===== config.mk =====
export PLATFORM = sky130hd
export DESIGN_NAME = mister_frame
export DESIGN_NICKNAME = d
export VERILOG_FILES = /design/src/verilog/mister_cfg_pkg.sv /design/src/verilog/mister_io_pkg.sv /design/src/verilog/mister_cfg_regs.sv /design/src/verilog/mister_joy_router.sv /design/src/verilog/mister_ddr_arbiter.sv /design/src/verilog/mister_frame.sv
export SDC_FILE = /design/constraint.sdc
export NUM_CORES = 1
export LEC_CHECK = 0
export ABC_AREA = 1
export ABC_CLOCK_PERIOD_IN_PS = 7000
export BUFFER_PORTS_ARGS = -buffer_cell sky130_fd_sc_hd__clkbuf_2
export CAP_MARGIN = 40
export CORE_AREA = 2 2 165 167
export DETAILED_ROUTE_END_ITERATION = 16
export DIE_AREA = 0 0 167 169
export PLACE_DENSITY = 0.6
export SYNTH_ARGS = -nofsm -noshare
export SYNTH_HDL_FRONTEND = slang
export SYNTH_SLANG_ARGS = --single-unit
export TNS_END_PERCENT = 10

===== constraint.sdc =====
create_clock -name clk_rom -period 7 [get_ports clk_rom]
set_input_delay 0.35 -clock clk_rom [delete_from_list [all_inputs] [get_ports clk_rom]]
set_output_delay 0.35 -clock clk_rom [all_outputs]
set_load 0.02 [all_outputs]

===== src/verilog/mister_cfg_pkg.sv =====
//~~~~~~~~~~~~~~~~~~~~~~~~~~~~~~~~~~~~~~~~~~~~~~~~~~~~~~~~~~~~~~~~~~~~
// Frame configuration types: status word layout, register map and
// the Wishbone classic request/response bundles
//~~~~~~~~~~~~~~~~~~~~~~~~~~~~~~~~~~~~~~~~~~~~~~~~~~~~~~~~~~~~~~~~~~~~

package mister_cfg_pkg;

// Host bus widths
localparam int WB_ADR_W = 4;
localparam int WB_DAT_W = 32;

// Status word fields
// bits 17 and 18 turn the two DB15 ports on, the rest are left to the core
localparam int STATUS_DB15_EN1_BIT = 17;
localparam int STATUS_DB15_EN2_BIT = 18;

// Word addresses seen by the host
typedef enum logic [WB_ADR_W-1:0] {
    CFG_STATUS = 4'd0,
    CFG_DIPSW  = 4'd1
} cfg_reg_e;

// Master to slave
typedef struct packed {
    logic                cyc;
    logic                stb;
    logic                we;
    logic [WB_ADR_W-1:0] adr;
    logic [WB_DAT_W-1:0] dat;
} wb_req_t;

// Slave to master
typedef struct packed {
    logic                ack;
    logic [WB_DAT_W-1:0] dat;
} wb_rsp_t;

// Decoded status fields
typedef struct packed {
    logic db15_en1;
    logic db15_en2;
} cfg_fields_t;

endpackage


===== src/verilog/mister_io_pkg.sv =====
//~~~~~~~~~~~~~~~~~~~~~~~~~~~~~~~~~~~~~~~~~~~~~~~~~~~~~~~~~~~~~~~~~~~~
// Joystick words and DDR burst-port request types
//~~~~~~~~~~~~~~~~~~~~~~~~~~~~~~~~~~~~~~~~~~~~~~~~~~~~~~~~~~~~~~~~~~~~

package mister_io_pkg;

// Joystick widths
localparam int JOY_W  = 16;
localparam int DB15_W = 12;

// DDR port widths
localparam int DDR_ADDR_W  = 29;
localparam int DDR_BURST_W = 8;
localparam int DDR_BE_W    = 8;

typedef logic [JOY_W-1:0]  joy_word_t;
typedef logic [DB15_W-1:0] db15_word_t;

// Fast ROM loader, read only
typedef struct packed {
    logic [DDR_BURST_W-1:0] burstcnt;
    logic [DDR_ADDR_W-1:0]  addr;
    logic                   rd;
} ddr_load_req_t;

// Screen rotator, reads and writes
typedef struct packed {
    logic [DDR_BURST_W-1:0] burstcnt;
    logic [DDR_ADDR_W-1:0]  addr;
    logic                   rd;
    logic                   we;
    logic [DDR_BE_W-1:0]    be;
} ddr_rot_req_t;

// Command toward the DDR port
typedef struct packed {
    logic [DDR_BURST_W-1:0] burstcnt;
    logic [DDR_ADDR_W-1:0]  addr;
    logic                   rd;
    logic                   we;
    logic [DDR_BE_W-1:0]    be;
} ddr_cmd_t;

typedef enum logic [1:0] {
    OWN_ROT,
    OWN_LOAD,
    DRAIN_TO_ROT,
    DRAIN_TO_LOAD
} ddr_owner_e;

endpackage


===== src/verilog/mister_cfg_regs.sv =====
//~~~~~~~~~~~~~~~~~~~~~~~~~~~~~~~~~~~~~~~~~~~~~~~~~~~~~~~~~~~~~~~~~~~~
// Wishbone classic slave for the status and DIP switch words
//~~~~~~~~~~~~~~~~~~~~~~~~~~~~~~~~~~~~~~~~~~~~~~~~~~~~~~~~~~~~~~~~~~~~

`timescale 1ns/100ps

module mister_cfg_regs import mister_cfg_pkg::*; (
    input  logic                clk_rom,
    input  logic                rst,
    input  wb_req_t             wb_req,
    output wb_rsp_t             wb_rsp,
    output logic [WB_DAT_W-1:0] status,
    output logic [WB_DAT_W-1:0] dipsw,
    output cfg_fields_t         cfg
);

logic                req_new;
logic                ack_q;
logic [WB_DAT_W-1:0] rd_mux;
logic [WB_DAT_W-1:0] rdat_q;
cfg_reg_e            reg_sel;

// A request is served once, then ack drops for a cycle
assign req_new = wb_req.cyc & wb_req.stb & ~ack_q;
assign reg_sel = cfg_reg_e'(wb_req.adr);

// Unmapped addresses read as zero
always_comb begin
    case (reg_sel)
        CFG_STATUS: rd_mux = status;
        CFG_DIPSW:  rd_mux = dipsw;
        default:    rd_mux = '0;
    endcase
end

always_ff @(posedge clk_rom) begin
    if (rst) begin
        ack_q  <= 1'b0;
        status <= '0;
        dipsw  <= '0;
        cfg    <= '0;
    end else begin
        ack_q <= req_new;
        // Write lands on the edge that raises ack
        if (req_new && wb_req.we) begin
            case (reg_sel)
                CFG_STATUS: status <= wb_req.dat;
                CFG_DIPSW:  dipsw  <= wb_req.dat;
                default:    ;
            endcase
        end
        // Fields follow status one cycle later
        cfg.db15_en1 <= status[STATUS_DB15_EN1_BIT];
        cfg.db15_en2 <= status[STATUS_DB15_EN2_BIT];
    end
end

// Read data, only meaningful while ack is high
always_ff @(posedge clk_rom) begin
    if (req_new) begin
        rdat_q <= rd_mux;
    end
end

assign wb_rsp = '{ack: ack_q, dat: rdat_q};

endmodule


===== src/verilog/mister_joy_router.sv =====
//~~~~~~~~~~~~~~~~~~~~~~~~~~~~~~~~~~~~~~~~~~~~~~~~~~~~~~~~~~~~~~~~~~~~
// Joystick router, merges DB15 and USB pads into four player words
//~~~~~~~~~~~~~~~~~~~~~~~~~~~~~~~~~~~~~~~~~~~~~~~~~~~~~~~~~~~~~~~~~~~~

`timescale 1ns/100ps

module mister_joy_router import mister_cfg_pkg::*, mister_io_pkg::*; #(
    parameter int BUTTONS = 2
) (
    input  logic        clk_rom,
    input  logic        rst,
    input  cfg_fields_t cfg,
    input  db15_word_t  db15_1,
    input  db15_word_t  db15_2,
    input  joy_word_t   usb_1,
    input  joy_word_t   usb_2,
    input  joy_word_t   usb_3,
    input  joy_word_t   usb_4,
    output joy_word_t   player_1,
    output joy_word_t   player_2,
    output joy_word_t   player_3,
    output joy_word_t   player_4
);

joy_word_t db_1;
joy_word_t db_2;
joy_word_t nx_1;
joy_word_t nx_2;
joy_word_t nx_3;
joy_word_t nx_4;

// Directions and buttons stay, then start and coin on top
// start + button 2 also gives a coin
function automatic joy_word_t db15_remap(input db15_word_t raw);
    joy_word_t w;
    w                = '0;
    w[3+BUTTONS:0]   = raw[3+BUTTONS:0];
    w[4+BUTTONS]     = raw[10];
    w[5+BUTTONS]     = raw[11] | (raw[10] & raw[5]);
    return w;
endfunction

assign db_1 = db15_remap(db15_1);
assign db_2 = db15_remap(db15_2);

// USB pads shift up by the number of DB15 ports in use
always_comb begin
    nx_1 = cfg.db15_en1 ? db_1 : usb_1;

    if (cfg.db15_en2) begin
        nx_2 = db_2;
    end else begin
        nx_2 = cfg.db15_en1 ? usb_1 : usb_2;
    end

    if (cfg.db15_en1) begin
        nx_3 = usb_1;
        nx_4 = usb_2;
    end else if (cfg.db15_en2) begin
        nx_3 = usb_2;
        nx_4 = usb_3;
    end else begin
        nx_3 = usb_3;
        nx_4 = usb_4;
    end
end

always_ff @(posedge clk_rom) begin
    if (rst) begin
        player_1 <= '0;
        player_2 <= '0;
        player_3 <= '0;
        player_4 <= '0;
    end else begin
        player_1 <= nx_1;
        player_2 <= nx_2;
        player_3 <= nx_3;
        player_4 <= nx_4;
    end
end

endmodule


===== src/verilog/mister_ddr_arbiter.sv =====
//~~~~~~~~~~~~~~~~~~~~~~~~~~~~~~~~~~~~~~~~~~~~~~~~~~~~~~~~~~~~~~~~~~~~
// DDR burst-port arbiter, ROM loader vs screen rotator
//~~~~~~~~~~~~~~~~~~~~~~~~~~~~~~~~~~~~~~~~~~~~~~~~~~~~~~~~~~~~~~~~~~~~

`timescale 1ns/100ps

module mister_ddr_arbiter import mister_io_pkg::*; (
    input  logic          clk_rom,
    input  logic          rst,
    input  logic          downloading,
    input  ddr_load_req_t load_req,
    output logic          load_busy,
    input  ddr_rot_req_t  rot_req,
    output logic          rot_busy,
    output ddr_cmd_t      ddr_cmd,
    input  logic          ddr_busy,
    input  logic          ddr_dout_ready
);

// Room for a few full bursts in flight
localparam int CNT_W = DDR_BURST_W + 2;

ddr_owner_e       state_q;
ddr_owner_e       state_nx;
logic [CNT_W-1:0] pending_q;
logic [CNT_W-1:0] add_beats;
logic [CNT_W-1:0] sub_beats;
logic             pending_zero;
logic             rd_accept;
logic             beat_in;

assign pending_zero = (pending_q == '0);
assign rd_accept    = ddr_cmd.rd & ~ddr_busy;
assign beat_in      = ddr_dout_ready & ~pending_zero;

assign add_beats = rd_accept ? CNT_W'(ddr_cmd.burstcnt) : '0;
assign sub_beats = {{(CNT_W-1){1'b0}}, beat_in};

// Owner's request goes straight through, nothing while draining
always_comb begin
    ddr_cmd = '0;
    case (state_q)
        OWN_ROT: begin
            ddr_cmd.burstcnt = rot_req.burstcnt;
            ddr_cmd.addr     = rot_req.addr;
            ddr_cmd.rd       = rot_req.rd;
            ddr_cmd.we       = rot_req.we;
            ddr_cmd.be       = rot_req.be;
        end
        OWN_LOAD: begin
            // loader never writes, we and be stay zero
            ddr_cmd.burstcnt = load_req.burstcnt;
            ddr_cmd.addr     = load_req.addr;
            ddr_cmd.rd       = load_req.rd;
        end
        default: ;
    endcase
end

// Hand over only once all read beats are back
always_comb begin
    state_nx = state_q;
    case (state_q)
        OWN_ROT: begin
            if (downloading) begin
                state_nx = DRAIN_TO_LOAD;
            end
        end
        DRAIN_TO_LOAD: begin
            if (pending_zero) begin
                state_nx = OWN_LOAD;
            end
        end
        OWN_LOAD: begin
            if (!downloading) begin
                state_nx = DRAIN_TO_ROT;
            end
        end
        DRAIN_TO_ROT: begin
            if (pending_zero) begin
                state_nx = OWN_ROT;
            end
        end
        default: state_nx = OWN_ROT;
    endcase
end

always_ff @(posedge clk_rom) begin
    if (rst) begin
        state_q   <= OWN_ROT;
        pending_q <= '0;
    end else begin
        state_q   <= state_nx;
        pending_q <= pending_q + add_beats - sub_beats;
    end
end

// DDR back-pressure reaches the owner unchanged
assign rot_busy  = (state_q != OWN_ROT)  | ddr_busy;
assign load_busy = (state_q != OWN_LOAD) | ddr_busy;

endmodule


===== src/verilog/mister_frame.sv =====
//~~~~~~~~~~~~~~~~~~~~~~~~~~~~~~~~~~~~~~~~~~~~~~~~~~~~~~~~~~~~~~~~~~~~
// Frame wrapper top: configuration, joystick routing, DDR arbiter
//~~~~~~~~~~~~~~~~~~~~~~~~~~~~~~~~~~~~~~~~~~~~~~~~~~~~~~~~~~~~~~~~~~~~

`timescale 1ns/100ps

module mister_frame import mister_cfg_pkg::*, mister_io_pkg::*; #(
    parameter int BUTTONS = 2
) (
    input  logic                clk_rom,
    input  logic                rst,
    // Host
    input  wb_req_t             wb_req,
    output wb_rsp_t             wb_rsp,
    output logic [WB_DAT_W-1:0] status,
    output logic [WB_DAT_W-1:0] dipsw,
    // Joysticks
    input  db15_word_t          db15_1,
    input  db15_word_t          db15_2,
    input  joy_word_t           usb_1,
    input  joy_word_t           usb_2,
    input  joy_word_t           usb_3,
    input  joy_word_t           usb_4,
    output joy_word_t           player_1,
    output joy_word_t           player_2,
    output joy_word_t           player_3,
    output joy_word_t           player_4,
    // DDR requesters and port
    input  logic                downloading,
    input  ddr_load_req_t       load_req,
    output logic                load_busy,
    input  ddr_rot_req_t        rot_req,
    output logic                rot_busy,
    output ddr_cmd_t            ddr_cmd,
    input  logic                ddr_busy,
    input  logic                ddr_dout_ready
);

cfg_fields_t cfg;

mister_cfg_regs u_cfg_regs (
    .clk_rom    ( clk_rom   ),
    .rst        ( rst       ),
    .wb_req     ( wb_req    ),
    .wb_rsp     ( wb_rsp    ),
    .status     ( status    ),
    .dipsw      ( dipsw     ),
    .cfg        ( cfg       )
);

mister_joy_router #(
    .BUTTONS    ( BUTTONS   )
) u_joy_router (
    .clk_rom    ( clk_rom   ),
    .rst        ( rst       ),
    .cfg        ( cfg       ),
    .db15_1     ( db15_1    ),
    .db15_2     ( db15_2    ),
    .usb_1      ( usb_1     ),
    .usb_2      ( usb_2     ),
    .usb_3      ( usb_3     ),
    .usb_4      ( usb_4     ),
    .player_1   ( player_1  ),
    .player_2   ( player_2  ),
    .player_3   ( player_3  ),
    .player_4   ( player_4  )
);

mister_ddr_arbiter u_ddr_arbiter (
    .clk_rom        ( clk_rom        ),
    .rst            ( rst            ),
    .downloading    ( downloading    ),
    .load_req       ( load_req       ),
    .load_busy      ( load_busy      ),
    .rot_req        ( rot_req        ),
    .rot_busy       ( rot_busy       ),
    .ddr_cmd        ( ddr_cmd        ),
    .ddr_busy       ( ddr_busy       ),
    .ddr_dout_ready ( ddr_dout_ready )
);

endmodule


* Word level (Yosys, flattened, before mapping)
Index checks and enable logic that the tools add are counted.
** Operators by class
- Equal/unequal tests :: 9
- Reductions and logical operators :: 10
- $lt $le $gt $ge :: 0
- Shift-type cells :: 0
- Bitwise gates (word level) :: 13
- Multiply operators :: 0
- Add/subtract/negate cells :: 2
- Muxes and demuxes :: 16
- Div/mod/pow operators :: 0
** Operators with widths (count)
- 2-to-1 mux 16 bit :: 5
- one-hot mux 38 bit (2 select lines) :: 1
- one-hot mux 32 bit (2 select lines) :: 1
- 2-to-1 mux 8 bit :: 3
- adder 10 bit :: 1
- zero test 10 bit :: 1
- subtractor 10 x 1 -> 10 bit :: 1
- 2-to-1 mux 9 bit :: 1
- 2-to-1 mux 2 bit :: 4
- one-hot mux 2 bit (4 select lines) :: 1
- bitwise AND 1 bit :: 6
- inequality test 2 x 1 -> 1 bit (second input constant) :: 3
- == test 2 bit (second input constant) :: 2
- == test 4 x 1 -> 1 bit (second input constant) :: 1
- zero test 4 bit :: 1
- inequality test 2 bit (second input constant) :: 2
- bitwise OR 1 bit :: 4
- AND reduction 2 bit :: 2
- AND reduction 4 bit :: 1
- OR reduction 2 bit :: 2
- inverter 1 bit :: 3
- == test 2 x 1 -> 1 bit (second input constant) :: 1
- zero test 2 bit :: 1
- nonzero test 2 bit :: 1
- logical AND 1 bit :: 1
** Word-level totals
- Flip-flop bits (word level) :: 175
- Latch bits :: 0
- Word-level logic and storage cells :: 64
- Bits in read-only memories :: 0
- Memories kept :: 0
- Memory bits (writable) :: 0

* Depth between registers and ports, before layout
Gate-level depths: netlist of run 1.
- Depth in word-level cells :: 6
- Gate-level depth with buffers :: 18

* By module
Synthesis of run 1 repeated with hierarchy kept, for this count alone.
** Second synthesis, totals
- Cell total of the unflattened synthesis :: 1280
- Area, all modules :: 8740.9 um^2
** Modules (own cells, without submodules)
- mister_cfg_regs :: area each 4220.3 um^2, cells each 538, times used 1
- mister_joy_router :: area each 2748.9 um^2, cells each 418, times used 1
- mister_ddr_arbiter :: area each 1771.7 um^2, cells each 324, times used 1

* Least setup slack after synthesis of run 1
Ideal clock, no wire load.
- Kind :: register to register
- Start point :: register u_ddr_arbiter.state_q[1]
- End point :: register u_ddr_arbiter.pending_q[8]
- Setup slack :: 4.134 ns
- Cell stages (with the launch flop) :: 14
- Data arrival time :: 2.751 ns
- Setup time :: 0.115 ns
- Period minus slack after synthesis :: 2.866 ns
- Data required time :: 6.885 ns
- Path through :: dfxtp_1 -> inv_1 -> ha_1 -> nor2_1 -> buf_2 -> o21ai_0 -> nand2_1 -> ha_1 -> fa_1 -> nand3b_1 -> nand2_1 -> nand3_1 -> a21oi_1 -> nor2_1
** RTL lines
- from (decl) :: line mister_ddr_arbiter.sv:23 : ddr_owner_e state_q;
- from (signal assigned) :: line mister_ddr_arbiter.sv:93 : state_q <= state_nx;
- to (signal assigned) :: line mister_ddr_arbiter.sv:94 : pending_q <= pending_q + add_beats - sub_beats;
- to (decl) :: line mister_ddr_arbiter.sv:25 : logic [CNT_W-1:0] pending_q;

* Worst setup path in the final report of run 1
- Start point :: register u_ddr_arbiter.state_q[1]
- End point :: register u_ddr_arbiter.pending_q[8]
** Between the ends
- Cells in the longest elaborated chain, start to end :: 6
- Elaborated cells between the ends (all ways) :: 7
- Classes of those cells :: 2 x add/sub; 1 x eq/ne; 2 x mux; 1 x bitwise; 1 x reduce/logical
** Ends and longest elaborated chain
- == test 2 x 1 -> 1 bit / zero test 2 bit (equally long branches) :: line mister_ddr_arbiter.sv:42 : case (state_q)
- one-hot mux 38 bit (2 select lines) (*) :: line mister_ddr_arbiter.sv:42
- bitwise AND 1 bit :: line mister_ddr_arbiter.sv:33 : assign rd_accept = ddr_cmd.rd & ~ddr_busy;
- 2-to-1 mux 8 bit (*) :: line mister_ddr_arbiter.sv:36 : assign add_beats = rd_accept ? CNT_W'(ddr_cmd.burstcnt) : '0;
- adder 10 bit (*) :: line mister_ddr_arbiter.sv:94
- subtractor 10 x 1 -> 10 bit (*) :: line mister_ddr_arbiter.sv:94
Every way passes the cells marked *; elsewhere a longest branch is shown, timed or not.
A chain may end at the register's enable or synchronous reset.

==> summary.md, run 1 <==
| Metric | Value |
|---|---|
| Status | completed |
| RR Startpoint | u_ddr_arbiter.state_q[1]$_SDFFE_PP0P_ |
| WP data required | between 7 and 8 ns |
| GRT overflow | 0 |
| # Post-CTS Setup Buffers | 0 |
| PD cells | approximately 310 nW/µm² |
| Die area | 28220 µm² |
| I/O pin count | 427 |
| Logic pwr share | 0.365 |
| Post-Syn Area | 7767 µm² |
| Top_reg_cell synth | dfxtp_1 |
| Maximum capacitance violations | 0 |
| Largest net degree at the start of global routing | 79 |
| # DRC | 0 |
| Fmax | between 0.3 and 0.4 GHz |
| WL final | 27430 µm |
| Met2 Use GR | 0.3129 |
| Max FO, Critical Path | 41 |
| Synthesized area per cell | between 7 and 8 µm² |
| Worst path arrival time | ~3.6 ns |
| Final #Nets | between 1500 and 2000 |
| Post-synthesis sequential area ratio | 0.4923 |
| Lkg Pwr | 5.391 nW |
| Final Wtd Congestion | 0.7813 |
| Post_cts resized | 0 |
| Number of fill cells in the layout | ~2700 |
| Max-slew violation count | 0 |
| Hold WC Path Type | in -> reg |
| Worst-Skew Late Latency | 0.43 ns |
| CTS sink cnt | ~180 |
| Power share of the sequential group | 0.326 |
| Die W | between 150 and 200 µm |
| Syn-to-layout area delta | 39.13% |
| Input/output buffers | between 400 and 500 |
| Async set or reset register ratio after synthesis | 0 |
| First-iteration detailed-routing DRC count | ~530 |
| Final antenna diode count | 0 |
| Synthesized flop and latch total | 175 |
| Met1 GRT Util | 0.2403 |
| CTS tree | done |
| Clk_skew | roughly 0.018 ns |
| Crit start category | flip-flop |
| Number of cells after detailed placement | 1706 |
| Critical Path Sink | u_ddr_arbiter.pending_q[8]$_SDFF_PP0_ |
| Setup TNS | 0 ns |
| WS Path Type | reg -> reg |
| Yosys top cell by area | dfxtp_1 |
| Via-to-Cell Ratio | 4.699 |
| Fin crit share | 0.4615 |
| Count of warnings emitted by yosys | 0 |
| First-pass GRT wire length | roughly 42000 µm |
| Maximum VDD drop | about 0.00012 V |
| Routed via count | roughly 8200 |
| Routed length per instance | ~16 µm |
| Number of global-route vias before repair | 7661 |
| Core Footprint | ~27000 µm² |
| P_sw | between 1 and 1.5 mW |
| Placed inst area | about 10000 µm² |
| Layout cells sized above 1 | 0.3393 |
| Num rows | 60 |
| RSZ-0062 raised after global routing | false |
| Netlist cell types | 33 |
| CTS Hold Bufs | 0 |
| Top cell type's share of synthesized area | 0.3686 |
| Sw Ratio | 0.4078 |
| Gr busiest metal | met2 |
| Post-Layout Cell Count | between 1500 and 2000 |
| Initial Util | 0.2931 |
| Number of iterations in the first detailed-routing pass | 5 |
| Total Power | ~3.4 mW |
| Synth top area cells | dfxtp_1, edfxtp_1, nor2_1 |
| Antenna Nets Post-Route | 0 |
| Die height | around 170 µm |
| Met3 global-route usage | 0.04466 |
| Clock Pin Slew Worst Setup and Hold Paths | around 0.090 ns |
| CP startpoint | u_ddr_arbiter.state_q[1]$_SDFFE_PP0P_ |
| Worst slew margin | 0.4888 |
| Crit end category | flip-flop |
| Initial antenna violation count | 0 |
| Cell count after synthesis | 997 |
| Htree depth | 4 |
| Utilization after layout | 0.4078 |
| Clock Path Buffers | 2 |
| CTS Buf Count | 17 |
| All-Layer GR Usage | 0.1866 |
| Final Hold Fails | 0 |
| Cell Int Power | 2.010 mW |
| Synth Net Count | roughly 1200 |
| Final HPWL DP | 20000 µm |
| Final min period | 3.231 ns |
| Final setup vio count | 0 |
| Reg2Reg Depth | 14 |
| Slew @ Worst Pin | approximately 0.76 ns |
| Post-synth EDFFs | 32 |
| R2r endpoint | u_ddr_arbiter.pending_q[8]$_SDFF_PP0_ |
| Clock network power share | 0.308 |
| Hold depth | 3 |
| Root buffer cell | clkbuf_16 |
| Reg-to-reg slack, setup | ~3.8 ns |
| Design area | about 11000 µm² |
[worst min path at each step]
stage / startpoint / endpoint / slack (ns)
2_1_floorplan: rst / u_joy_router.player_2[7]$_SDFF_PP0_ / 0.45
3_3_place_gp: u_cfg_regs.status[18]$_SDFFE_PP0P_ / u_cfg_regs.cfg[0]$_SDFF_PP0_ / 0.46
3_5_place_dp: u_cfg_regs.status[18]$_SDFFE_PP0P_ / u_cfg_regs.cfg[0]$_SDFF_PP0_ / 0.48
4_1_cts: usb_1[9] / u_joy_router.player_1[9]$_SDFF_PP0_ / 0.1
5_1_grt: usb_1[13] / u_joy_router.player_1[13]$_SDFF_PP0_ / 0.11
6_report: usb_1[9] / u_joy_router.player_1[9]$_SDFF_PP0_ / 0.12
[layer usage]
layer  up-vias  routed length [µm]  share of wire
met5         -                   0              0
met4         0                 467          0.017
met3        25                1837          0.067
met2       299               13160           0.48
met1      3796               11970           0.44
li1       4046                   -              -
[worst max-delay path, stage by stage, from the launching register on]
cell and delay, ns:
dfxtp_1 0.34, inv_1 0.10, ha_1 0.14, buf_4 0.36, nor2_2 0.05, buf_4 0.25, nor3_2 0.42, nand2_1 0.11
ha_1 0.33, fa_1 0.42, nand3b_1 0.17, nand2_1 0.13, nand3_1 0.11, a21oi_1 0.15, nor2_1 0.05
[cells by family after synthesis]
group                      count (synthesis)  synth area share
muxes                                      1          0.001289
and+or+nand+nor                          401            0.2007
buffers and inverters                    158           0.08569
adders and majority gates                 24           0.03963
AOI/OAI and AO/OA                        238            0.1804
DFF                                      175            0.4923
[power by group through the flow]
stage | Clock [mW] | Combinational, mW | Sequential [mW]
6_report | 1.05 | 1.24 | 1.11
5_1_grt | 1.11 | 1.41 | 1.11
4_1_cts | 1.07 | 1.25 | 1.11
3_5_place_dp | 0 | 1.24 | 1.13
3_3_place_gp | 0 | 1.23 | 1.13
2_1_floorplan | 0 | 0.823 | 1.16
[cells in the mapped netlist (4+ instances only)]
cell type and number:
nand2_1 177, clkbuf_1 22, edfxtp_1 32, buf_4 4, nand3_1 17, buf_2 28, inv_2 4, dfxtp_1 143
a22o_1 31, o22ai_1 16, ha_1 23, o32ai_1 16, o21ai_0 127, a21oi_1 29, buf_1 5, o21ai_1 12
inv_1 91, nor2_1 198
[registers in the layout, indices dropped and copies added (netlist names)]
name,flops
u_cfg_regs.ack_q,1
u_cfg_regs.cfg,2
u_cfg_regs.dipsw,32
u_cfg_regs.rdat_q,32
u_cfg_regs.status,32
u_ddr_arbiter.pending_q,10
u_ddr_arbiter.state_q,2
u_joy_router.player_1,16
u_joy_router.player_2,16
u_joy_router.player_3,16
u_joy_router.player_4,16
[per-stage QoR]
stage / hold WS, ns / setup WS (ns)
final: 0.1154 / 3.769
after global routing: 0.1098 / 3.366
after CTS: 0.09624 / 3.659
after detailed placement: 0.4751 / 3.673
after global placement: 0.4628 / 3.685
after floorplan: 0.4517 / 4.134
[placed cells by master, fill, tap and decap left out, types with 8 or more instances in the layout]
cell type  count
edfxtp_1      32
buf_4          8
a22o_1        31
o32ai_1       16
ha_1          23
nand2_1      177
inv_1         91
nor2_1       197
clkbuf_16     17
clkbuf_2     418
o22ai_1       16
nand3_1       17
o21ai_1       12
o21ai_0      127
a21oi_1       29
dfxtp_1      142
[cell type report]
| cell class | instances | area (µm²) | area share |
|---|---|---|---|
| flip-flops and latches | 175 | 3825 | 0.3539 |
| multi-input cells | 664 | 3281 | 0.3036 |
| repair buffers | 430 | 2255 | 0.2086 |
| well taps | 341 | 426.7 | 0.03948 |
| clock buffers | 17 | 425.4 | 0.03937 |
| inverters | 96 | 360.3 | 0.03334 |
| clock inverters | 15 | 234.0 | 0.02165 |
Power figures use the tool's default switching activity.
==> inputs of run 2 (changes only) <==
--- a/config.mk
+++ b/config.mk
@@ -6,7 +6,7 @@
 export NUM_CORES = 1
 export LEC_CHECK = 0
 export ABC_AREA = 1
-export ABC_CLOCK_PERIOD_IN_PS = 7000
+export ABC_CLOCK_PERIOD_IN_PS = 3190
 export BUFFER_PORTS_ARGS = -buffer_cell sky130_fd_sc_hd__clkbuf_2
 export CAP_MARGIN = 40
 export CORE_AREA = 2 2 165 167
==> constraint.sdc (replaced) <==
create_clock -name clk_rom -period 3.19 [get_ports clk_rom]
set_input_delay 0.1595 -clock clk_rom [delete_from_list [all_inputs] [get_ports clk_rom]]
set_output_delay 0.1595 -clock clk_rom [all_outputs]
set_load 0.02 [all_outputs]
==> run 2 against run 1 <==
Worst setup slack lost 3.5 ns. Fmax grew 9.7%. Critical path type unchanged. Critical path depth shrank 1. Clock skew grew 0.0033 ns. Register-to-register slack lost 3.5 ns. Global-route usage shrank 0.12 points. Final cell count grew 4.3%. Non-clock buffer count grew 75. Sequential share of layout area shrank 2.0 points.
==> summary.md, run 2 (same netlist as run 1, synthesis figures left out) <==
| Metric | Value |
|---|---|
| Status | completed |
| WS Path Type | reg -> reg |
| First-iteration detailed-routing DRC count | 527 |
| Worst-Skew Late Latency | 0.44 ns |
| Die height | between 150 and 200 µm |
| Commonest cells after routing, fill and taps aside | clkbuf_2, nor2_1, nand2_1 |
| First-pass GRT wire length | roughly 42000 µm |
| RSZ-0062 raised after global routing | false |
| Crit end category | flip-flop |
| Final #Nets | 1700 |
| I/O pin count | between 400 and 500 |
| GRT overflow | 0 |
| # DRC | 0 |
| Layout cells sized above 1 | 0.3268 |
| Max FO, Critical Path | 28 |
| Slew @ Worst Pin | just under 0.9 ns |
| Max-slew violation count | 0 |
| Pre-CTS WS | approximately 0.28 ns |
| Core Footprint | approximately 27000 µm² |
| Post-route setup slack | ~0.25 ns |
| PD cells | 648.4 nW/µm² |
| Htree depth | 4 |
| Register area | 3825 µm² |
| Placed inst area | about 10000 µm² |
| All-Layer GR Usage | 0.1853 |
| Final HPWL DP | 20160 µm |
| Fmax | 0.3397 GHz |
| Clock Pin Slew Worst Setup and Hold Paths | 0.08 ns |
| Final Wtd Congestion | 0.8131 |
| Clock Path Buffers | 2 |
| Crit start category | flip-flop |
| Die area | about 28000 µm² |
| Clk_skew | about 0.021 ns |
| Worst path arrival time | roughly 3.3 ns |
| Routed length per instance | 15.24 µm |
| Utilization after layout | 0.4322 |
| Hold WC Path Type | in -> reg |
| Worst slew margin | 0.4182 |
| # Post-CTS Setup Buffers | 0 |
| Slowest CP cell | fa_1 |
| Syn-to-layout area delta | 47.44% |
| Maximum VDD drop | roughly 0.00031 V |
| Num rows | 60 |
| Hold WS | around 0.011 ns |
| Lkg Pwr | around 5.7 nW |
| Initial antenna violation count | 0 |
| CTS Buf Count | 17 |
| Total Power | about 7.4 mW |
| Final min period | approximately 2.9 ns |
| Post-Layout Cell Count | about 1800 |
| Number of cells after detailed placement | approximately 1700 |
| Final antenna diode count | 0 |
| Multi-input combinational cell area | 3287 µm² |
| Input/output buffers | 418 |
| Setup TNS | 0 ns |
| Number of fill cells in the layout | 2731 |
| WL final | between 20000 and 30000 µm |
| Largest net degree at the start of global routing | 76 |
| CP cell instances | inv_1, ha_1, nor2_2, buf_4, o21ai_0, nand2_1, ha_1, fa_1, nand3b_1, nand2_1, nand3_1, a21oi_1, nor2_1 |
| Root buffer cell | clkbuf_16 |
| Final setup vio count | 0 |
| Max incr delay on CP | about 0.40 ns |
| Fin crit share | 0.9229 |
| Routed via count | 8345 |
| Number of global-route vias before repair | 8127 |
| Antenna Nets Post-Route | 0 |
| Via-to-Cell Ratio | around 4.6 |
| Initial Util | 0.2931 |
| Commonest non-fill, non-tap cell in the layout | clkbuf_2 |
| Maximum capacitance violations | 0 |
| Number of iterations in the first detailed-routing pass | 6 |
| Final Hold Fails | 0 |
| Design area | 11450 µm² |
| Die W | 167 µm |
| WP data required | 3.51 ns |
| CTS sink cnt | roughly 180 |
| Top Registers | u_cfg_regs.dipsw x32, u_cfg_regs.rdat_q x32, u_cfg_regs.status x32 |
| CTS tree | done |
run 2: cell types whose count changed in the layout (fill, tap and decap cells not counted), moves of 2 or more:
cell,before,now
dlygate4sd3_1,0,68
buf_4,8,18
buf_16,3,0
inv_12,5,3
inv_16,2,0
inv_6,1,3
run 2: power breakdown:
group          internal, mW  total, mW  switching, mW
Combinational         0.995       2.83           1.84
Sequential             2.38       2.43         0.0532
Clock                  1.08       2.16           1.08
run 2: repair_timing:
action	in CTS	in global routing
gates resized for setup	0	1
hold endpoints to repair	91	0
hold buffers	68	0
setup endpoints to repair	0	1
run 2: per-layer routing:
layer | routed length, µm | part of all wire | vias to the layer above | GRT usage
met3 | 1706 | 0.062 | 21 | 0.04559
met5 | 0 | 0 | - | 0
met1 | 12090 | 0.44 | 3844 | 0.2290
li1 | - | - | 4194 | -
met4 | 384 | 0.014 | 0 | 0.05397
met2 | 13450 | 0.49 | 286 | 0.3205
run 2: path summary, 6_finish.rpt:
path	from	endpoint	slack [ns]	cells after the start
setup / recovery	u_ddr_arbiter.state_q[1]$_SDFFE_PP0P_	u_ddr_arbiter.pending_q[8]$_SDFF_PP0_	0.25	13
hold / removal	usb_2[9]	u_joy_router.player_2[9]$_SDFF_PP0_	0.01	3
hold reg to reg	u_cfg_regs.status[17]$_SDFFE_PP0P_	u_cfg_regs.cfg[1]$_SDFF_PP0_	0.48	2
setup reg to reg	u_ddr_arbiter.state_q[1]$_SDFFE_PP0P_	u_ddr_arbiter.pending_q[8]$_SDFF_PP0_	0.25	13
run 2: area by class of cell:
class | instances | area share
Clock buffer | 17 | 0.03715
Clock inverter | 15 | 0.01748
Inverter | 96 | 0.03147
Multi-Input combinational cell | 664 | 0.2870
Sequential cell | 175 | 0.3340
Tap cell | 341 | 0.03726
Timing Repair Buffer | 505 | 0.2557
run 2: worst max-delay path: cells and delay by family (launching register included):
family	cells	cell delay (ns)
flip-flops	1	0.38
adder cells (fa/ha/maj)	3	0.91
AO/OA/AOI/OAI	2	0.33
AND/OR/NAND/NOR	6	0.82
buffers and inverters	2	0.41
==> inputs of run 3 (changes only) <==
--- a/config.mk
+++ b/config.mk
@@ -13,7 +13,8 @@
 export DETAILED_ROUTE_END_ITERATION = 16
 export DIE_AREA = 0 0 167 169
 export PLACE_DENSITY = 0.6
+export REMOVE_ABC_BUFFERS = 1
 export SYNTH_ARGS = -nofsm -noshare
 export SYNTH_HDL_FRONTEND = slang
 export SYNTH_SLANG_ARGS = --single-unit
-export TNS_END_PERCENT = 10
+export TNS_END_PERCENT = 50
==> run 3 against run 2 <==
Sequential cell count stayed put. Final cell count grew 0.83%. Via count increased by 2.3%. Critical path depth did not move. Design area rose by 1.3%. Non-clock buffer count rose by 15. Power rose by 1.7%. Clock skew shrank 0.0084 ns. Global-route usage rose by 0.76 points. Highest routed layer unchanged.
==> summary.md, run 3 (same netlist as run 1, synthesis figures left out) <==
| Metric | Value |
|---|---|
| Status | completed |
| Maximum capacitance violations | 0 |
| Antenna Nets Post-Route | 0 |
| Routed length per instance | 15.66 µm |
| Initial antenna violation count | 0 |
| All-Layer GR Usage | 0.1929 |
| Syn-to-layout area delta | 49.36% |
| # DRC | 0 |
| WHS Endpoint | u_joy_router.player_4[11]$_SDFF_PP0_ |
| Number of iterations in the first detailed-routing pass | 5 |
| Commonest non-fill, non-tap cell in the layout | clkbuf_2 |
| Final Hold Fails | 0 |
| Placed inst area | ~10000 µm² |
| Slowest CP cell | fa_1 |
| Worst-Skew Late Latency | 0.43 ns |
| Max-slew violation count | 0 |
| PD cells | around 650 nW/µm² |
| Total Power | roughly 7.5 mW |
| CTS Buf Count | 17 |
| Die W | about 170 µm |
| Crit start category | flip-flop |
| Die area | between 20000 and 30000 µm² |
| CP cell instances | inv_1, ha_1, nor2_2, buf_4, o21ai_0, nand2_1, ha_1, fa_1, nand3b_1, nand2_1, nand3_1, a21oi_1, nor2_1 |
| Hold WS | between 0.02 and 0.025 ns |
| Utilization after layout | 0.4378 |
| Fin crit share | 0.8885 |
| GRT overflow | 0 |
| RSZ-0062 raised after global routing | false |
| Via-to-Cell Ratio | between 4 and 5 |
| Final #Nets | about 1700 |
| HP Start | usb_4[11] |
| First-pass GRT wire length | about 43000 µm |
| Final antenna diode count | 0 |
| R2r endpoint | u_ddr_arbiter.pending_q[8]$_SDFF_PP0_ |
| CTS tree | done |
| RR Startpoint | u_ddr_arbiter.state_q[1]$_SDFFE_PP0P_ |
| Initial Util | 0.2931 |
| Post-route setup slack | roughly 0.36 ns |
| Hold WC Path Type | in -> reg |
| Hold depth | 3 |
| Commonest cells after routing, fill and taps aside | clkbuf_2, nor2_1, nand2_1 |
| Die height | 169 µm |
| Clk_skew | ~0.013 ns |
| Routed via count | between 8000 and 9000 |
| Clock Path Buffers | 2 |
| Number of global-route vias before repair | between 8000 and 9000 |
| WL final | roughly 29000 µm |
| Slew @ Worst Pin | approximately 0.87 ns |
| Design area | 11600 µm² |
| Reg-to-reg slack, setup | 0.36 ns |
| CTS sink cnt | roughly 180 |
| Fmax | 0.3528 GHz |
| Largest net degree at the start of global routing | 51 |
| Setup TNS | 0 ns |
| Final setup vio count | 0 |
| Top Registers | u_cfg_regs.dipsw x32, u_cfg_regs.rdat_q x32, u_cfg_regs.status x32 |
| Post_cts resized | 0 |
| Post-Layout Cell Count | between 1500 and 2000 |
| Maximum VDD drop | about 0.0003 V |
| Lkg Pwr | roughly 5.8 nW |
| Final Wtd Congestion | about 0.86 |
| Input/output buffers | between 400 and 500 |
| Final HPWL DP | 20730 µm |
| Crit end category | flip-flop |
| I/O pin count | between 400 and 500 |
| First-iteration detailed-routing DRC count | 575 |
| Pre-CTS WS | approximately 0.35 ns |
| Num rows | 60 |
| Worst path arrival time | 3.16 ns |
| WP data required | 3.51 ns |
| Core Footprint | between 20000 and 30000 µm² |
| Max incr delay on CP | roughly 0.41 ns |
| Number of cells after detailed placement | about 1700 |
| Htree depth | 4 |
| Root buffer cell | clkbuf_16 |
| Clock Pin Slew Worst Setup and Hold Paths | around 0.080 ns |
| Reg2Reg Depth | 13 |
| Layout cells sized above 1 | 0.3241 |
| Final min period | between 2 and 3 ns |
| Worst slew margin | 0.4214 |
| WS Path Type | reg -> reg |
| Max FO, Critical Path | 7 |
==> run 3: final cells by class <==
| class | count | area (µm²) |
|---|---|---|
| inverter | 96 | 360.3 |
| fill | 2690 | 14900 |
| multi-input combinational | 664 | 3281 |
| timing repair buffer | 520 | 3075 |
| clock inverter | 15 | 207.7 |
| sequential | 175 | 3825 |
| clock buffer | 17 | 425.4 |
| tap | 341 | 426.7 |
==> run 3: how the worst max path moves through the flow <==
stage                                                      from                                    end  slack (ns)  cells past startpoint
after global placement    u_ddr_arbiter.state_q[0]$_SDFFE_PP0P_  u_ddr_arbiter.pending_q[8]$_SDFF_PP0_        0.43                     14
after floorplan           u_ddr_arbiter.state_q[1]$_SDFFE_PP0P_  u_ddr_arbiter.pending_q[8]$_SDFF_PP0_       -0.92                     12
after CTS                 u_ddr_arbiter.state_q[0]$_SDFFE_PP0P_  u_ddr_arbiter.pending_q[8]$_SDFF_PP0_        0.34                     14
final                     u_ddr_arbiter.state_q[1]$_SDFFE_PP0P_  u_ddr_arbiter.pending_q[8]$_SDFF_PP0_        0.36                     13
after detailed placement  u_ddr_arbiter.state_q[0]$_SDFFE_PP0P_  u_ddr_arbiter.pending_q[8]$_SDFF_PP0_        0.35                     14
after global routing      u_ddr_arbiter.state_q[1]$_SDFFE_PP0P_  u_ddr_arbiter.pending_q[9]$_SDFF_PP0_         0.1                     17
==> run 3: metal layers <==
metal / GRT usage / wire length (µm)
met4: 0.05022 / 383
met3: 0.04466 / 1972
met2: 0.3217 / 13590
met1: 0.2520 / 12680
met5: 0 / 0
==> run 3: critical path, delay by kind of cell (launching register included) <==
kind / cells / cell delay, ns
flip-flops: 1 / 0.34
AO/OA/AOI/OAI: 2 / 0.45
AND/OR/NAND/NOR: 6 / 0.68
buffers and inverters: 2 / 0.27
adder cells (fa/ha/maj): 3 / 0.98
==> run 3: report_power, final <==
group / switching (mW) / internal, mW
Combinational: 1.87 / 1.02
Sequential: 0.0547 / 2.38
Clock: 1.07 / 1.15
Total: 2.99 / 4.55
==> run 3: repair_timing <==
item / in CTS / in global routing
setup buffers: 0 / 0
hold buffers: 82 / 0
endpoints found under the hold margin: 96 / 0
endpoints found under the setup margin: 0 / 0
